<file path="config.mk">
export PLATFORM = sky130hd
export DESIGN_NAME = nes_host_bridge
export DESIGN_NICKNAME = d
export VERILOG_FILES = /design/src/design/nes_ctrl_pkg.sv /design/src/design/nes_cart_pkg.sv /design/src/design/ines_header_decode.sv /design/src/design/game_loader.sv /design/src/design/pad_load_mapper.sv /design/src/design/pad_shift_port.sv /design/src/design/pad_read_port.sv /design/src/design/nes_host_bridge.sv
export SDC_FILE = /design/constraint.sdc
export NUM_CORES = 1
export LEC_CHECK = 0
export BUFFER_PORTS_ARGS = -buffer_cell sky130_fd_sc_hd__buf_2
export CELL_PAD_IN_SITES_DETAIL_PLACEMENT = 2
export CELL_PAD_IN_SITES_GLOBAL_PLACEMENT = 2
export CORE_ASPECT_RATIO = 1.25
export CORE_MARGIN = 1
export CORE_UTILIZATION = 39
export CTS_CLUSTER_SIZE = 10
export DETAILED_ROUTE_END_ITERATION = 7
export PLACE_DENSITY = 0.83
export RECOVER_POWER = 50
export SYNTH_ARGS = -nofsm -noshare
export SYNTH_HDL_FRONTEND = slang
export SYNTH_HIERARCHICAL = 1
export SYNTH_SLANG_ARGS = --single-unit
</file>
<file path="constraint.sdc">
create_clock -name clk -period 3.6 [get_ports clk]
set_input_delay 0.18 -clock clk [delete_from_list [all_inputs] [get_ports clk]]
set_output_delay 0.18 -clock clk [all_outputs]
set_load 0.05 [all_outputs]
</file>
<file path="src/design/nes_ctrl_pkg.sv">
/*
 * Controller port constants, host joystick word and pad byte types,
 * per-port serial frame and load/shift command structs
 */

package nes_ctrl_pkg;

	////////////////////////////////////////////////////////////////////
	// Basic widths and types
	////////////////////////////////////////////////////////////////////

	localparam int NUM_PORTS  = 2;
	localparam int FRAME_BITS = 24;  // Pad byte, extra byte, signature

	// Bits 0 right, 1 left, 2 down, 3 up, 4 A, 5 B, 6 select, 7 start, 10 mic
	typedef logic [10:0] host_joy_t;

	typedef logic [7:0] pad_byte_t;  // Console order, A in bit 0
	typedef logic [FRAME_BITS-1:0] pad_frame_t;

	// Microphone duty, counter wraps at MIC_PERIOD
	localparam int MIC_PERIOD = 251;
	localparam int MIC_ON     = 215;

	// Four-player adapter signatures
	localparam pad_byte_t SIG_PORT0 = 8'h08;
	localparam pad_byte_t SIG_PORT1 = 8'h04;

	////////////////////////////////////////////////////////////////////
	// Grouped signals
	////////////////////////////////////////////////////////////////////

	typedef struct packed {
		host_joy_t a;
		host_joy_t b;
		host_joy_t c;
		host_joy_t d;
	} joy_bus_t;

	typedef struct packed {
		logic joy_swap;  // Exchange pads A and B
		logic multitap;
	} pad_cfg_t;

	typedef struct packed {
		logic       load;
		logic       shift;
		pad_frame_t frame;
	} pad_cmd_t;

endpackage

</file>
<file path="src/design/nes_cart_pkg.sv">
/*
 * iNES header layout constants, memory address and byte types,
 * mapper flag word and cartridge loader states
 */

package nes_cart_pkg;

	////////////////////////////////////////////////////////////////////
	// Header and memory layout
	////////////////////////////////////////////////////////////////////

	localparam int HDR_BYTES      = 16;
	localparam int PRG_PAGE_SHIFT = 14;  // 16 KiB PRG pages
	localparam int CHR_PAGE_SHIFT = 13;  // 8 KiB CHR pages

	typedef logic [21:0] mem_addr_t;
	typedef logic [7:0]  byte_t;
	typedef logic [2:0]  size_code_t;  // log2 of pages, capped at 7

	localparam mem_addr_t CHR_BASE = 22'h200000;

	// "NES" followed by EOF
	localparam byte_t MAGIC0 = 8'h4E;
	localparam byte_t MAGIC1 = 8'h45;
	localparam byte_t MAGIC2 = 8'h53;
	localparam byte_t MAGIC3 = 8'h1A;

	////////////////////////////////////////////////////////////////////
	// Mapper flag word handed to the console core
	////////////////////////////////////////////////////////////////////

	typedef struct packed {
		logic [1:0] reserved;
		logic [3:0] prg_ram_shift;  // NES 2.0 only
		logic       has_saves;
		byte_t      submapper;      // NES 2.0 only
		logic       four_screen;
		logic       has_chr_ram;
		logic       mirroring;
		size_code_t chr_size;
		size_code_t prg_size;
		byte_t      mapper;
	} mapper_flags_t;

	typedef enum logic [2:0] {
		S_HEADER,
		S_PRG,
		S_CHR,
		S_ERROR,
		S_DONE
	} loader_state_t;

endpackage

</file>
<file path="src/design/ines_header_decode.sv">
/*
 * iNES header decoder: magic and trainer check, NES 2.0 and dirty
 * header detection, size codes and the packed mapper flag word
 */

`timescale 1ns/1ps

module ines_header_decode (
	input  nes_cart_pkg::byte_t         header [nes_cart_pkg::HDR_BYTES],
	input  logic                        invert_mirroring,
	output nes_cart_pkg::mapper_flags_t flags,
	output logic                        valid,
	output nes_cart_pkg::byte_t         prg_pages,
	output nes_cart_pkg::byte_t         chr_pages
);
	import nes_cart_pkg::*;

	// Smallest k with pages <= 2**k, saturating at 7
	function automatic size_code_t size_code(input byte_t pages);
		size_code_t k;
		k = 3'd7;
		for (int i = 6; i >= 0; i--) begin
			if (pages <= (8'd1 << i))
				k = i[2:0];
		end
		return k;
	endfunction

	logic is_nes20;
	logic tail_nz;   // Any of bytes 10..15 nonzero
	logic is_dirty;

	assign prg_pages = header[4];
	assign chr_pages = header[5];  // Zero means CHR RAM

	assign valid = (header[0] == MAGIC0) && (header[1] == MAGIC1) &&
		(header[2] == MAGIC2) && (header[3] == MAGIC3) &&
		!header[6][2];  // Trainers not supported

	////////////////////////////////////////////////////////////////////
	// Format detection
	////////////////////////////////////////////////////////////////////

	assign is_nes20 = (header[7][3:2] == 2'b10);

	always_comb begin
		tail_nz = 1'b0;
		for (int i = 10; i < HDR_BYTES; i++)
			tail_nz = tail_nz | (|header[i]);
	end

	// Junk in old headers would corrupt the mapper high nibble
	assign is_dirty = !is_nes20 && ((|header[9][7:1]) || tail_nz);

	////////////////////////////////////////////////////////////////////
	// Flag word
	////////////////////////////////////////////////////////////////////

	always_comb begin
		flags.reserved      = '0;
		flags.prg_ram_shift = is_nes20 ? header[10][3:0] : 4'h0;
		flags.has_saves     = header[6][1];  // Battery backed RAM
		flags.submapper     = is_nes20 ? header[8] : 8'h00;
		flags.four_screen   = header[6][3];
		flags.has_chr_ram   = (chr_pages == 8'h00);
		flags.mirroring     = header[6][0] ^ invert_mirroring;
		flags.chr_size      = size_code(chr_pages);
		flags.prg_size      = size_code(prg_pages);
		flags.mapper        = {is_dirty ? 4'h0 : header[7][7:4], header[6][7:4]};
	end

endmodule

</file>
<file path="src/design/game_loader.sv">
/*
 * Cartridge file loader: header capture, PRG and CHR write address
 * generation, busy/done/error status and header decode instance
 */

`timescale 1ns/1ps

module game_loader (
	input  logic                        clk,
	input  logic                        reset_nes,
	input  logic                        downloading,
	input  nes_cart_pkg::byte_t         indata,
	input  logic                        indata_clk,
	input  logic                        invert_mirroring,
	output nes_cart_pkg::mem_addr_t     mem_addr,
	output nes_cart_pkg::byte_t         mem_data,
	output logic                        mem_write,
	output nes_cart_pkg::mapper_flags_t mapper_flags,
	output logic                        busy,
	output logic                        done,
	output logic                        error
);
	import nes_cart_pkg::*;

	loader_state_t state;
	logic [$clog2(HDR_BYTES)-1:0] ctr;  // Header byte index
	byte_t header [HDR_BYTES];
	mem_addr_t bytes_left;
	logic downloading_q;
	logic dl_start;
	logic hdr_valid;
	byte_t prg_pages;
	byte_t chr_pages;

	ines_header_decode ines_header_decode_inst (
		.header           (header),
		.invert_mirroring (invert_mirroring),
		.flags            (mapper_flags),
		.valid            (hdr_valid),
		.prg_pages        (prg_pages),
		.chr_pages        (chr_pages)
	);

	assign dl_start = downloading & ~downloading_q;
	assign mem_data = indata;

	// Every strobed byte is written, no stall
	assign mem_write = indata_clk && (((state == S_HEADER) && downloading) ||
		(((state == S_PRG) || (state == S_CHR)) && (bytes_left != '0)));

	always_ff @(posedge clk) begin
		if ((state == S_HEADER) && mem_write)
			header[ctr] <= indata;
	end

	////////////////////////////////////////////////////////////////////
	// Loader FSM
	////////////////////////////////////////////////////////////////////

	always_ff @(posedge clk) begin
		if (reset_nes) begin
			state         <= S_HEADER;
			ctr           <= '0;
			mem_addr      <= '0;
			bytes_left    <= '0;
			busy          <= 1'b0;
			done          <= 1'b0;
			error         <= 1'b0;
			downloading_q <= 1'b0;
		end else begin
			downloading_q <= downloading;
			if (dl_start) begin  // New file, start over
				state    <= S_HEADER;
				ctr      <= '0;
				mem_addr <= '0;
				busy     <= 1'b0;
				done     <= 1'b0;
				error    <= 1'b0;
			end else begin
				case (state)
					S_HEADER: if (mem_write) begin
						ctr      <= ctr + 1'b1;
						mem_addr <= mem_addr + 1'b1;
						if (ctr == HDR_BYTES - 1) begin
							// Bytes 0..6 already stored, decode is stable
							if (hdr_valid) begin
								state      <= S_PRG;
								busy       <= 1'b1;
								mem_addr   <= '0;
								bytes_left <= mem_addr_t'(prg_pages) << PRG_PAGE_SHIFT;
							end else begin
								state <= S_ERROR;
								done  <= 1'b1;
								error <= 1'b1;
							end
						end
					end
					S_PRG, S_CHR: begin
						if (bytes_left != '0) begin
							if (indata_clk) begin
								bytes_left <= bytes_left - 1'b1;
								mem_addr   <= mem_addr + 1'b1;
							end
						end else if (state == S_PRG) begin
							state      <= S_CHR;
							mem_addr   <= CHR_BASE;
							bytes_left <= mem_addr_t'(chr_pages) << CHR_PAGE_SHIFT;
						end else begin
							state <= S_DONE;
							done  <= 1'b1;
							busy  <= 1'b0;
						end
					end
					default: ;  // S_DONE and S_ERROR hold until next download
				endcase
			end
		end
	end

endmodule

</file>
<file path="src/design/pad_load_mapper.sv">
/*
 * Controller load mapper: host word to console button order,
 * per-port frame assembly and port clock falling edge detection
 */

`timescale 1ns/1ps

module pad_load_mapper (
	input  logic                                  clk,
	input  logic                                  reset_nes,
	input  nes_ctrl_pkg::joy_bus_t                joys,
	input  nes_ctrl_pkg::pad_cfg_t                cfg,
	input  logic                                  joypad_strobe,
	input  logic [nes_ctrl_pkg::NUM_PORTS-1:0]    joypad_clock,
	output nes_ctrl_pkg::pad_cmd_t                cmd [nes_ctrl_pkg::NUM_PORTS]
);
	import nes_ctrl_pkg::*;

	// Host bits 4..7 then 3..0 land on pad bits 0..7
	function automatic pad_byte_t to_pad(input host_joy_t j);
		return {j[0], j[1], j[2], j[3], j[7], j[6], j[5], j[4]};
	endfunction

	pad_byte_t pad_a;
	pad_byte_t pad_b;
	pad_byte_t pad_c;
	pad_byte_t pad_d;
	pad_frame_t frame [NUM_PORTS];
	logic [NUM_PORTS-1:0] last_clk;  // Port clock level one cycle back

	assign pad_a = to_pad(joys.a);
	assign pad_b = to_pad(joys.b);
	assign pad_c = to_pad(joys.c);
	assign pad_d = to_pad(joys.d);

	always_comb begin
		// Without the adapter the upper 16 bits read as all ones
		frame[0] = {cfg.multitap ? {SIG_PORT0, pad_c} : 16'hFFFF,
			cfg.joy_swap ? pad_b : pad_a};
		frame[1] = {cfg.multitap ? {SIG_PORT1, pad_d} : 16'hFFFF,
			cfg.joy_swap ? pad_a : pad_b};
	end

	always_ff @(posedge clk) begin
		if (reset_nes)
			last_clk <= '0;
		else
			last_clk <= joypad_clock;
	end

	always_comb begin
		for (int n = 0; n < NUM_PORTS; n++) begin
			cmd[n].load  = joypad_strobe;                  // Every cycle strobe is high
			cmd[n].shift = last_clk[n] & ~joypad_clock[n]; // Falling edge
			cmd[n].frame = frame[n];
		end
	end

endmodule

</file>
<file path="src/design/pad_shift_port.sv">
/*
 * One controller port: 24-bit frame register, parallel load,
 * right shift with zero fill, serial output from bit 0
 */

`timescale 1ns/1ps

module pad_shift_port (
	input  logic                   clk,
	input  logic                   reset_nes,
	input  nes_ctrl_pkg::pad_cmd_t cmd,
	output logic                   serial_bit
);
	import nes_ctrl_pkg::*;

	pad_frame_t bits_q;

	////////////////////////////////////////////////////////////////////
	// Shift register
	////////////////////////////////////////////////////////////////////

	always_ff @(posedge clk) begin
		if (reset_nes) begin
			bits_q <= '0;
		end else if (cmd.shift) begin
			// Old contents move out even if strobe is still high
			bits_q <= {1'b0, bits_q[FRAME_BITS-1:1]};
		end else if (cmd.load) begin
			bits_q <= cmd.frame;
		end
	end

	// Console samples the LSB
	assign serial_bit = bits_q[0];

endmodule

</file>
<file path="src/design/pad_read_port.sv">
/*
 * Controller read side: serial bits onto joy_data,
 * microphone duty counter and gated mic output
 */

`timescale 1ns/1ps

module pad_read_port (
	input  logic                               clk,
	input  logic                               reset_nes,
	input  logic [nes_ctrl_pkg::NUM_PORTS-1:0] serial_bits,
	input  logic                               mic_button,
	output logic [nes_ctrl_pkg::NUM_PORTS-1:0] joy_data,
	output logic                               mic
);
	import nes_ctrl_pkg::*;

	logic [$clog2(MIC_PERIOD)-1:0] mic_cnt;

	// Port n drives data bit n
	always_comb begin
		for (int n = 0; n < NUM_PORTS; n++)
			joy_data[n] = serial_bits[n];
	end

	////////////////////////////////////////////////////////////////////
	// Microphone pulse
	////////////////////////////////////////////////////////////////////

	always_ff @(posedge clk) begin
		if (reset_nes)
			mic_cnt <= '0;
		else if (mic_cnt == MIC_PERIOD - 1)
			mic_cnt <= '0;  // Wrap after 250
		else
			mic_cnt <= mic_cnt + 1'b1;
	end

	// High phase only while the button is held
	assign mic = (mic_cnt < MIC_ON) && mic_button;

endmodule

</file>
<file path="src/design/nes_host_bridge.sv">
/*
 * Host bridge top: controller load mapper, shift ports and read port,
 * plus the cartridge file loader
 */

`timescale 1ns/1ps

module nes_host_bridge (
	input  logic                               clk,
	input  logic                               reset_nes,
	input  nes_ctrl_pkg::joy_bus_t             joys,
	input  nes_ctrl_pkg::pad_cfg_t             cfg,
	input  logic                               joypad_strobe,
	input  logic [nes_ctrl_pkg::NUM_PORTS-1:0] joypad_clock,
	input  logic                               downloading,
	input  nes_cart_pkg::byte_t                indata,
	input  logic                               indata_clk,
	input  logic                               invert_mirroring,
	output logic [nes_ctrl_pkg::NUM_PORTS-1:0] joy_data,
	output logic                               mic,
	output nes_cart_pkg::mem_addr_t            mem_addr,
	output nes_cart_pkg::byte_t                mem_data,
	output logic                               mem_write,
	output nes_cart_pkg::mapper_flags_t        mapper_flags,
	output logic                               busy,
	output logic                               done,
	output logic                               error
);
	import nes_ctrl_pkg::*;

	pad_cmd_t cmd [NUM_PORTS];
	logic [NUM_PORTS-1:0] serial_bits;

	////////////////////////////////////////////////////////////////////
	// Controller path
	////////////////////////////////////////////////////////////////////

	pad_load_mapper pad_load_mapper_inst (
		.clk           (clk),
		.reset_nes     (reset_nes),
		.joys          (joys),
		.cfg           (cfg),
		.joypad_strobe (joypad_strobe),
		.joypad_clock  (joypad_clock),
		.cmd           (cmd)
	);

	for (genvar n = 0; n < NUM_PORTS; n++) begin : g_port
		pad_shift_port pad_shift_port_inst (
			.clk        (clk),
			.reset_nes  (reset_nes),
			.cmd        (cmd[n]),
			.serial_bit (serial_bits[n])
		);
	end

	pad_read_port pad_read_port_inst (
		.clk         (clk),
		.reset_nes   (reset_nes),
		.serial_bits (serial_bits),
		.mic_button  (joys.a[10] | joys.b[10]),  // Either pad's mic key
		.joy_data    (joy_data),
		.mic         (mic)
	);

	////////////////////////////////////////////////////////////////////
	// Cartridge loader
	////////////////////////////////////////////////////////////////////

	game_loader game_loader_inst (
		.clk              (clk),
		.reset_nes        (reset_nes),
		.downloading      (downloading),
		.indata           (indata),
		.indata_clk       (indata_clk),
		.invert_mirroring (invert_mirroring),
		.mem_addr         (mem_addr),
		.mem_data         (mem_data),
		.mem_write        (mem_write),
		.mapper_flags     (mapper_flags),
		.busy             (busy),
		.done             (done),
		.error            (error)
	);

endmodule

</file>
==> summary.txt, run 1 <==
Outcome
  • Outcome: finished, final reports clean

Power and ir drop
  • Worst VDD drop: 546 µV
  • Pwr dens: 474 nW/µm²
  • P_leak: 0.00444 µW

Floorplan
  • IO Pins: 131
  • Die Height: 192 µm
  • Effective utilization at floorplan: 0.397
  • Die W: 154 µm
  • Core area: 28500 µm²
  • Rows: 69
  • DIE AREA: 29700 µm²

Final layout
  • Nets: 1148
  • Commonest non-fill, non-tap cells in the layout: 125 x edfxtp_1, 113 x dfxtp_1, 77 x nor2_1
  • N_diodes: 0
  • Syn-to-layout area delta: 10.6%
  • Layout cells sized above 1: 0.159
  • Commonest non-fill, non-tap cell in the layout: edfxtp_1
  • Fin area: 12500 µm²

Setup path
  • Slowest stage cell, crit path: or4_4
  • Cell mode on critical path: buf_4
  • Critical Path AT: 2990 ps
  • R2r setup slk: 470 ps
  • Reg2reg end: game_loader_inst/bytes_left[1]
  • Reg-to-reg startpoint: game_loader_inst/header[96]
  • Crit end category: primary output
  • CP required: 3420 ps
  • Critical Path Fanout Max: 8
  • Worst setup SP type: flip-flop
  • Top delay family on crit path: simple AND/OR/NAND/NOR gates
  • Worst-path cell chain: or4_4 > or4_1 > buf_4 > nor2_1 > buf_4 > o32a_1 > nor3_1 > buf_2
  • Critical path type: reg2out
  • Buf+Inv Stages, Crit Path: 3
  • Reg2Reg Depth: 10
  • Max stage delay on crit path: 580 ps

Timing
  • Fin. max-slew vios: 0
  • Setup TNS: 0 ps
  • Final Hold Viols: 0
  • Worst-margin pin slew: 1460 ps
  • RSZ-0062 raised after global routing: false
  • Achievable Freq: 315 MHz
  • Relative slew slack: 0.0255
  • Tcrit/Tclk final: 0.881
  • Fin Clk Skew: 11.2 ps
  • Final setup vio count: 0
  • Post-route minimum period: 3170 ps

Place
  • Post-DP HPWL: 20100 µm
  • Cell Area, Placed: 11900 µm²
  • PortBufs: 118
  • GPL Wtd Cong: 0.753

Synthesis
  • Synth Instances: 995
  • Mapped cell area: 11300 µm²
  • Avg Inst Size Synth: 11.4 µm²
  • Synth warn: 6

Clock network
  • Number of cells upsized or downsized after cts: 0
  • Clk slew on worst S/H paths: 60 ps
  • CTS Buf Count: 28
  • CTS sink count: 238
  • Clock Tree Root: clkbuf_16
  • Clk Latency, worst-skew pair: 540 ps
  • Clk buf depth: 3
  • Htree depth: 1
  • CTS tree: done

Hold path
  • WHS Endpoint: g_port[0].pad_shift_port_inst/bits_q[8]
  • Hold Path Depth: 4
  • Worst Hold Class: in2reg
  • HP Start: joys[15]

Detailed routing
  • Residual DRC: 0
  • Wire length per cell: 20.6 µm
  • Routed vias/inst: 5.50
  • Post-Route WL: 29900 µm
  • DRT iter0 DRCs: 277
  • Via count: 7982
  • Initial DRT Pass Iterations: 4
  • Routed Antenna Nets: 0

Run
  • Max-cap viol count: 0

Global routing
  • First-pass GRT wire length: 47300 µm
  • All-layer global routing usage: 0.201
  • Vias in the first global route: 8768
  • Largest net degree at the start of global routing: 51
  • Grt ovf: 0
  • Initial antenna violation count: 0
## metrics by stage
step	util	setup WS (ps)	power, µW	hold slack, ps	cells
after floorplan	-	832	3290	249	997
after global placement	0.416	578	3360	411	1399
after detailed placement	0.416	432	3380	420	1399
after CTS	0.447	389	6040	82.4	1451
after global routing	0.439	192	6130	141	1451
final	0.439	430	5940	132	1451
## flip-flops by register name (all words and copies together), names as in the netlist
register and flops:
game_loader_inst/error 1, game_loader_inst/downloading_q 1, pad_load_mapper_inst/last_clk 2, g_port.pad_shift_port_inst/bits_q 48, game_loader_inst/done 1, game_loader_inst/header 125, game_loader_inst/state 3, game_loader_inst/ctr 4
game_loader_inst/bytes_left 22, game_loader_inst/mem_addr 22, pad_read_port_inst/mic_cnt 8, game_loader_inst/busy 1
## how the worst max path moves through the flow
stage / depth (start not counted) / startpoint / slack [ps] / to
after floorplan: 8 / game_loader_inst/bytes_left[5] / 830 / mem_write
after global routing: 10 / game_loader_inst/header[96] / 190 / game_loader_inst/bytes_left[1]
after CTS: 8 / game_loader_inst/bytes_left[10] / 390 / mem_write
final: 8 / game_loader_inst/bytes_left[10] / 430 / mem_write
after detailed placement: 10 / game_loader_inst/header[96] / 430 / game_loader_inst/bytes_left[1]
after global placement: 10 / game_loader_inst/header[120] / 580 / game_loader_inst/bytes_left[1]
## metal layers
layer  track usage  wire length (µm)  up-vias
li1              -                 -     3770
met1         0.226             12200     4039
met2         0.393             16200      131
met3        0.0287               899       42
met4        0.0556               514        0
met5             0                 0        -
## report_power, final
group / internal (µW) / switching, µW
Clock: 1560 / 1080
Combinational: 131 / 219
Sequential: 2910 / 36.6
Total: 4600 / 1330
## worst reg2reg max path: stages (launching register included)
cell,delay (ps)
edfxtp_1,380
nor4b_1,360
nand4_1,180
nor3_1,300
buf_4,190
nand4_1,190
o21ai_0,230
nand3_1,210
a221o_1,470
or3_1,410
a21oi_1,150
## cell type report
type / instances / area, µm²
Tap cell: 355 / 444
Clock buffer: 48 / 837
Timing Repair Buffer: 146 / 751
Multi-Input combinational cell: 644 / 4390
Sequential cell: 238 / 6020
Fill cell: 2941 / 16000
Clock inverter: 1 / 5.00
Inverter: 19 / 71.3
## timing repair
action	CTS	global route
setup buffers	0	0
hold buffers	3	0
endpoints found under the hold margin	3	0
setup endpoints to repair	0	0
Power figures use the tool's default switching activity.
==> inputs of run 2 (changes only) <==
==> constraint.sdc (replaced) <==
create_clock -name clk -period 3.6 [get_ports clk]
set_input_delay 0.36 -clock clk [delete_from_list [all_inputs] [get_ports clk]]
set_output_delay 0.36 -clock clk [all_outputs]
set_load 0.05 [all_outputs]
==> run 2 against run 1 <==
  * The flow now finishes with violations (max-capacitance violations, max-slew violations)
  * Critical path type unchanged
  * Routed wire length fell by 1.4%
  * Global-route usage fell by 0.13 points
  * Sequential power barely moved
  * Final cell count barely moved
  * Die area did not move
==> summary.txt, run 2 (synthesis gave the netlist of run 1 again) <==
Outcome
  • Outcome: finished with violations
  • Failing checks: max-capacitance violations, max-slew violations

Final layout
  • Number of fill cells: 2942 (+0.034%)
  • Util after Layout: 0.438 (-0.00171)
  • Fin area: 12500 µm² (-0.39%)
  • Biggest regs: game_loader_inst/header: 125 flops, g_port.pad_shift_port_inst/bits_q: 48 flops
  • Commonest non-fill, non-tap cell in the layout: edfxtp_1
  • Largest Register: game_loader_inst/header
  • Commonest non-fill, non-tap cells in the layout: 125 x edfxtp_1, 113 x dfxtp_1, 77 x nor2_1
  • N_diodes: 0 (unchanged)
  • Max FFs per register: 125 (unchanged)
  • Layout cells sized above 1: 0.162 (+0.00288)
  • Syn-to-layout area delta: 10.2%
  • Nets: 1147 (-0.087%)

Hold path
  • HP Start: joypad_clock[0]
  • Worst Hold Class: in2reg
  • WHS Endpoint: pad_load_mapper_inst/last_clk[0]
  • Hold Path Depth: 2 (-2)

Floorplan
  • Die Height: 192 µm (unchanged)
  • Effective utilization at floorplan: 0.397 (unchanged)
  • DIE AREA: 29700 µm² (unchanged)
  • Core area: 28500 µm² (unchanged)
  • IO Pins: 131 (unchanged)
  • Rows: 69 (unchanged)
  • Die W: 154 µm (unchanged)

Setup path
  • R2r setup slk: 330 ps (-140 ps)
  • Worst-path cell chain: or4_4 > or4_1 > buf_4 > nor2_1 > buf_4 > o32a_1 > nor3_1 > buf_2
  • Critical Path AT: 3030 ps (+40 ps)
  • Reg2Reg Depth: 10 (unchanged)
  • Reg-to-reg startpoint: game_loader_inst/header[101]
  • Worst setup SP type: flip-flop
  • Crit end category: primary output
  • Slowest stage cell, crit path: or4_4
  • Reg2reg end: game_loader_inst/bytes_left[13]
  • Critical path type: reg2out
  • Cell mode on critical path: buf_4
  • CP required: 3240 ps (-180 ps)
  • Max stage delay on crit path: 600 ps (+20 ps)
  • Critical Path Fanout Max: 8 (unchanged)

Place
  • GPL Wtd Cong: 0.749 (-0.57%)
  • PortBufs: 118 (unchanged)
  • Cell Area, Placed: 11900 µm² (about the same)
  • Post-DP HPWL: 19700 µm (-2.0%)

Clock network
  • Clk Latency, worst-skew pair: 530 ps (about the same)
  • CTS tree: done
  • Hold-fix buffers, CTS: 0 (-3)
  • CTS sink count: 238 (unchanged)
  • Htree depth: 1 (unchanged)
  • Number of cells upsized or downsized after cts: 0 (unchanged)
  • CTS Buf Count: 28 (unchanged)
  • Clk buf depth: 3 (unchanged)
  • Clock Tree Root: clkbuf_16
  • Postcts setup bufs: 0 (unchanged)
  • Clk slew on worst S/H paths: 50 ps (about the same)

Detailed routing
  • DRT iter0 DRCs: 255 (-7.9%)
  • Routed Antenna Nets: 0 (unchanged)
  • Post-Route WL: 29500 µm (-1.4%)
  • Wire length per cell: 20.3 µm (-1.3%)
  • Residual DRC: 0 (unchanged)
  • Initial DRT Pass Iterations: 4 (unchanged)
  • Via count: 7954 (-0.35%)
  • Routed vias/inst: 5.49 (-0.28%)

Timing
  • Fin. max-slew vios: 46 (+46)
  • RSZ-0062 raised after global routing: false
  • Worst-margin pin slew: 2320 ps (+861 ps)
  • Final Hold Viols: 0 (unchanged)
  • Post-route minimum period: 3390 ps (+220 ps)
  • Setup TNS: 0 ps (unchanged)
  • Relative slew slack: -0.549 (-0.574)
  • Final setup vio count: 0 (unchanged)
  • Achievable Freq: 295 MHz (-6.5%)
  • Fin Clk Skew: 9.76 ps (-1.39 ps)
  • Tcrit/Tclk final: 0.942 (+0.0610)

Power and ir drop
  • Worst VDD drop: 413 µV (-24%)
  • P_leak: 0.00443 µW (-0.32%)
  • Pwr dens: 469 nW/µm² (-1.2%)

Global routing
  • Initial antenna violation count: 0 (unchanged)
  • Vias in the first global route: 8716 (-0.59%)
  • Largest net degree at the start of global routing: 49 (-3.9%)
  • All-layer global routing usage: 0.200 (-0.00134)
  • First-pass GRT wire length: 47100 µm (-0.34%)
  • Grt ovf: 0 (unchanged)

Run
  • Max-cap viol count: 1 (+1)
==> run 2: metrics by stage <==
stage	setup WS (ps)	hold WS (ps)	cells	power, µW
2_1_floorplan	652	429	997	3290
3_3_place_gp	581	449	1401	3360
3_5_place_dp	405	465	1401	3380
4_1_cts	190	49.3	1450	5950
5_1_grt	95.1	77.9	1450	6050
6_report	211	72.4	1450	5840
==> run 2: how the worst max path moves through the flow <==
stage                                    start                        endpoint  slack (ps)  cells after the start
2_1_floorplan   game_loader_inst/bytes_left[5]                       mem_write         650                      8
3_3_place_gp      game_loader_inst/header[120]  game_loader_inst/bytes_left[1]         580                     10
3_5_place_dp      game_loader_inst/header[101]  game_loader_inst/bytes_left[1]         410                     10
4_1_cts        game_loader_inst/bytes_left[10]                       mem_write         190                      8
5_1_grt        game_loader_inst/bytes_left[10]                       mem_write         100                      8
6_report       game_loader_inst/bytes_left[10]                       mem_write         210                      8
==> run 2: critical path: cells and delay by family (launching register included) <==
family	cells	cell delay, ps
AOI/OAI and AO/OA	1	170
buffers and inverters	3	640
DFF	1	380
and+or+nand+nor	4	1320
==> run 2: power breakdown <==
| part | total (µW) | switching (µW) | leakage, µW | internal (µW) |
|---|---|---|---|---|
| sequential | 2950 | 36.7 | 0.00205 | 2910 |
| combinational | 348 | 218 | 0.00199 | 130 |
| clock | 2540 | 1050 | 0.000390 | 1500 |
==> run 2: area by class of cell <==
cell class	instances	area, µm²	area share
sequential	238	6020	0.483
multi-input combinational	644	4400	0.353
clock buffer	48	807	0.0647
timing repair buffer	145	727	0.0583
tap	355	444	0.0356
inverter	19	71.3	0.00572
clock inverter	1	5.00	0.000401
==> run 2: metal layers <==
| layer | vias up | routed length (µm) | global-route usage |
|---|---|---|---|
| met5 | - | 0 | 0 |
| met4 | 0 | 615 | 0.0533 |
| met3 | 43 | 791 | 0.0245 |
| met2 | 118 | 15800 | 0.387 |
| met1 | 4025 | 12300 | 0.231 |
| li1 | 3768 | - | - |
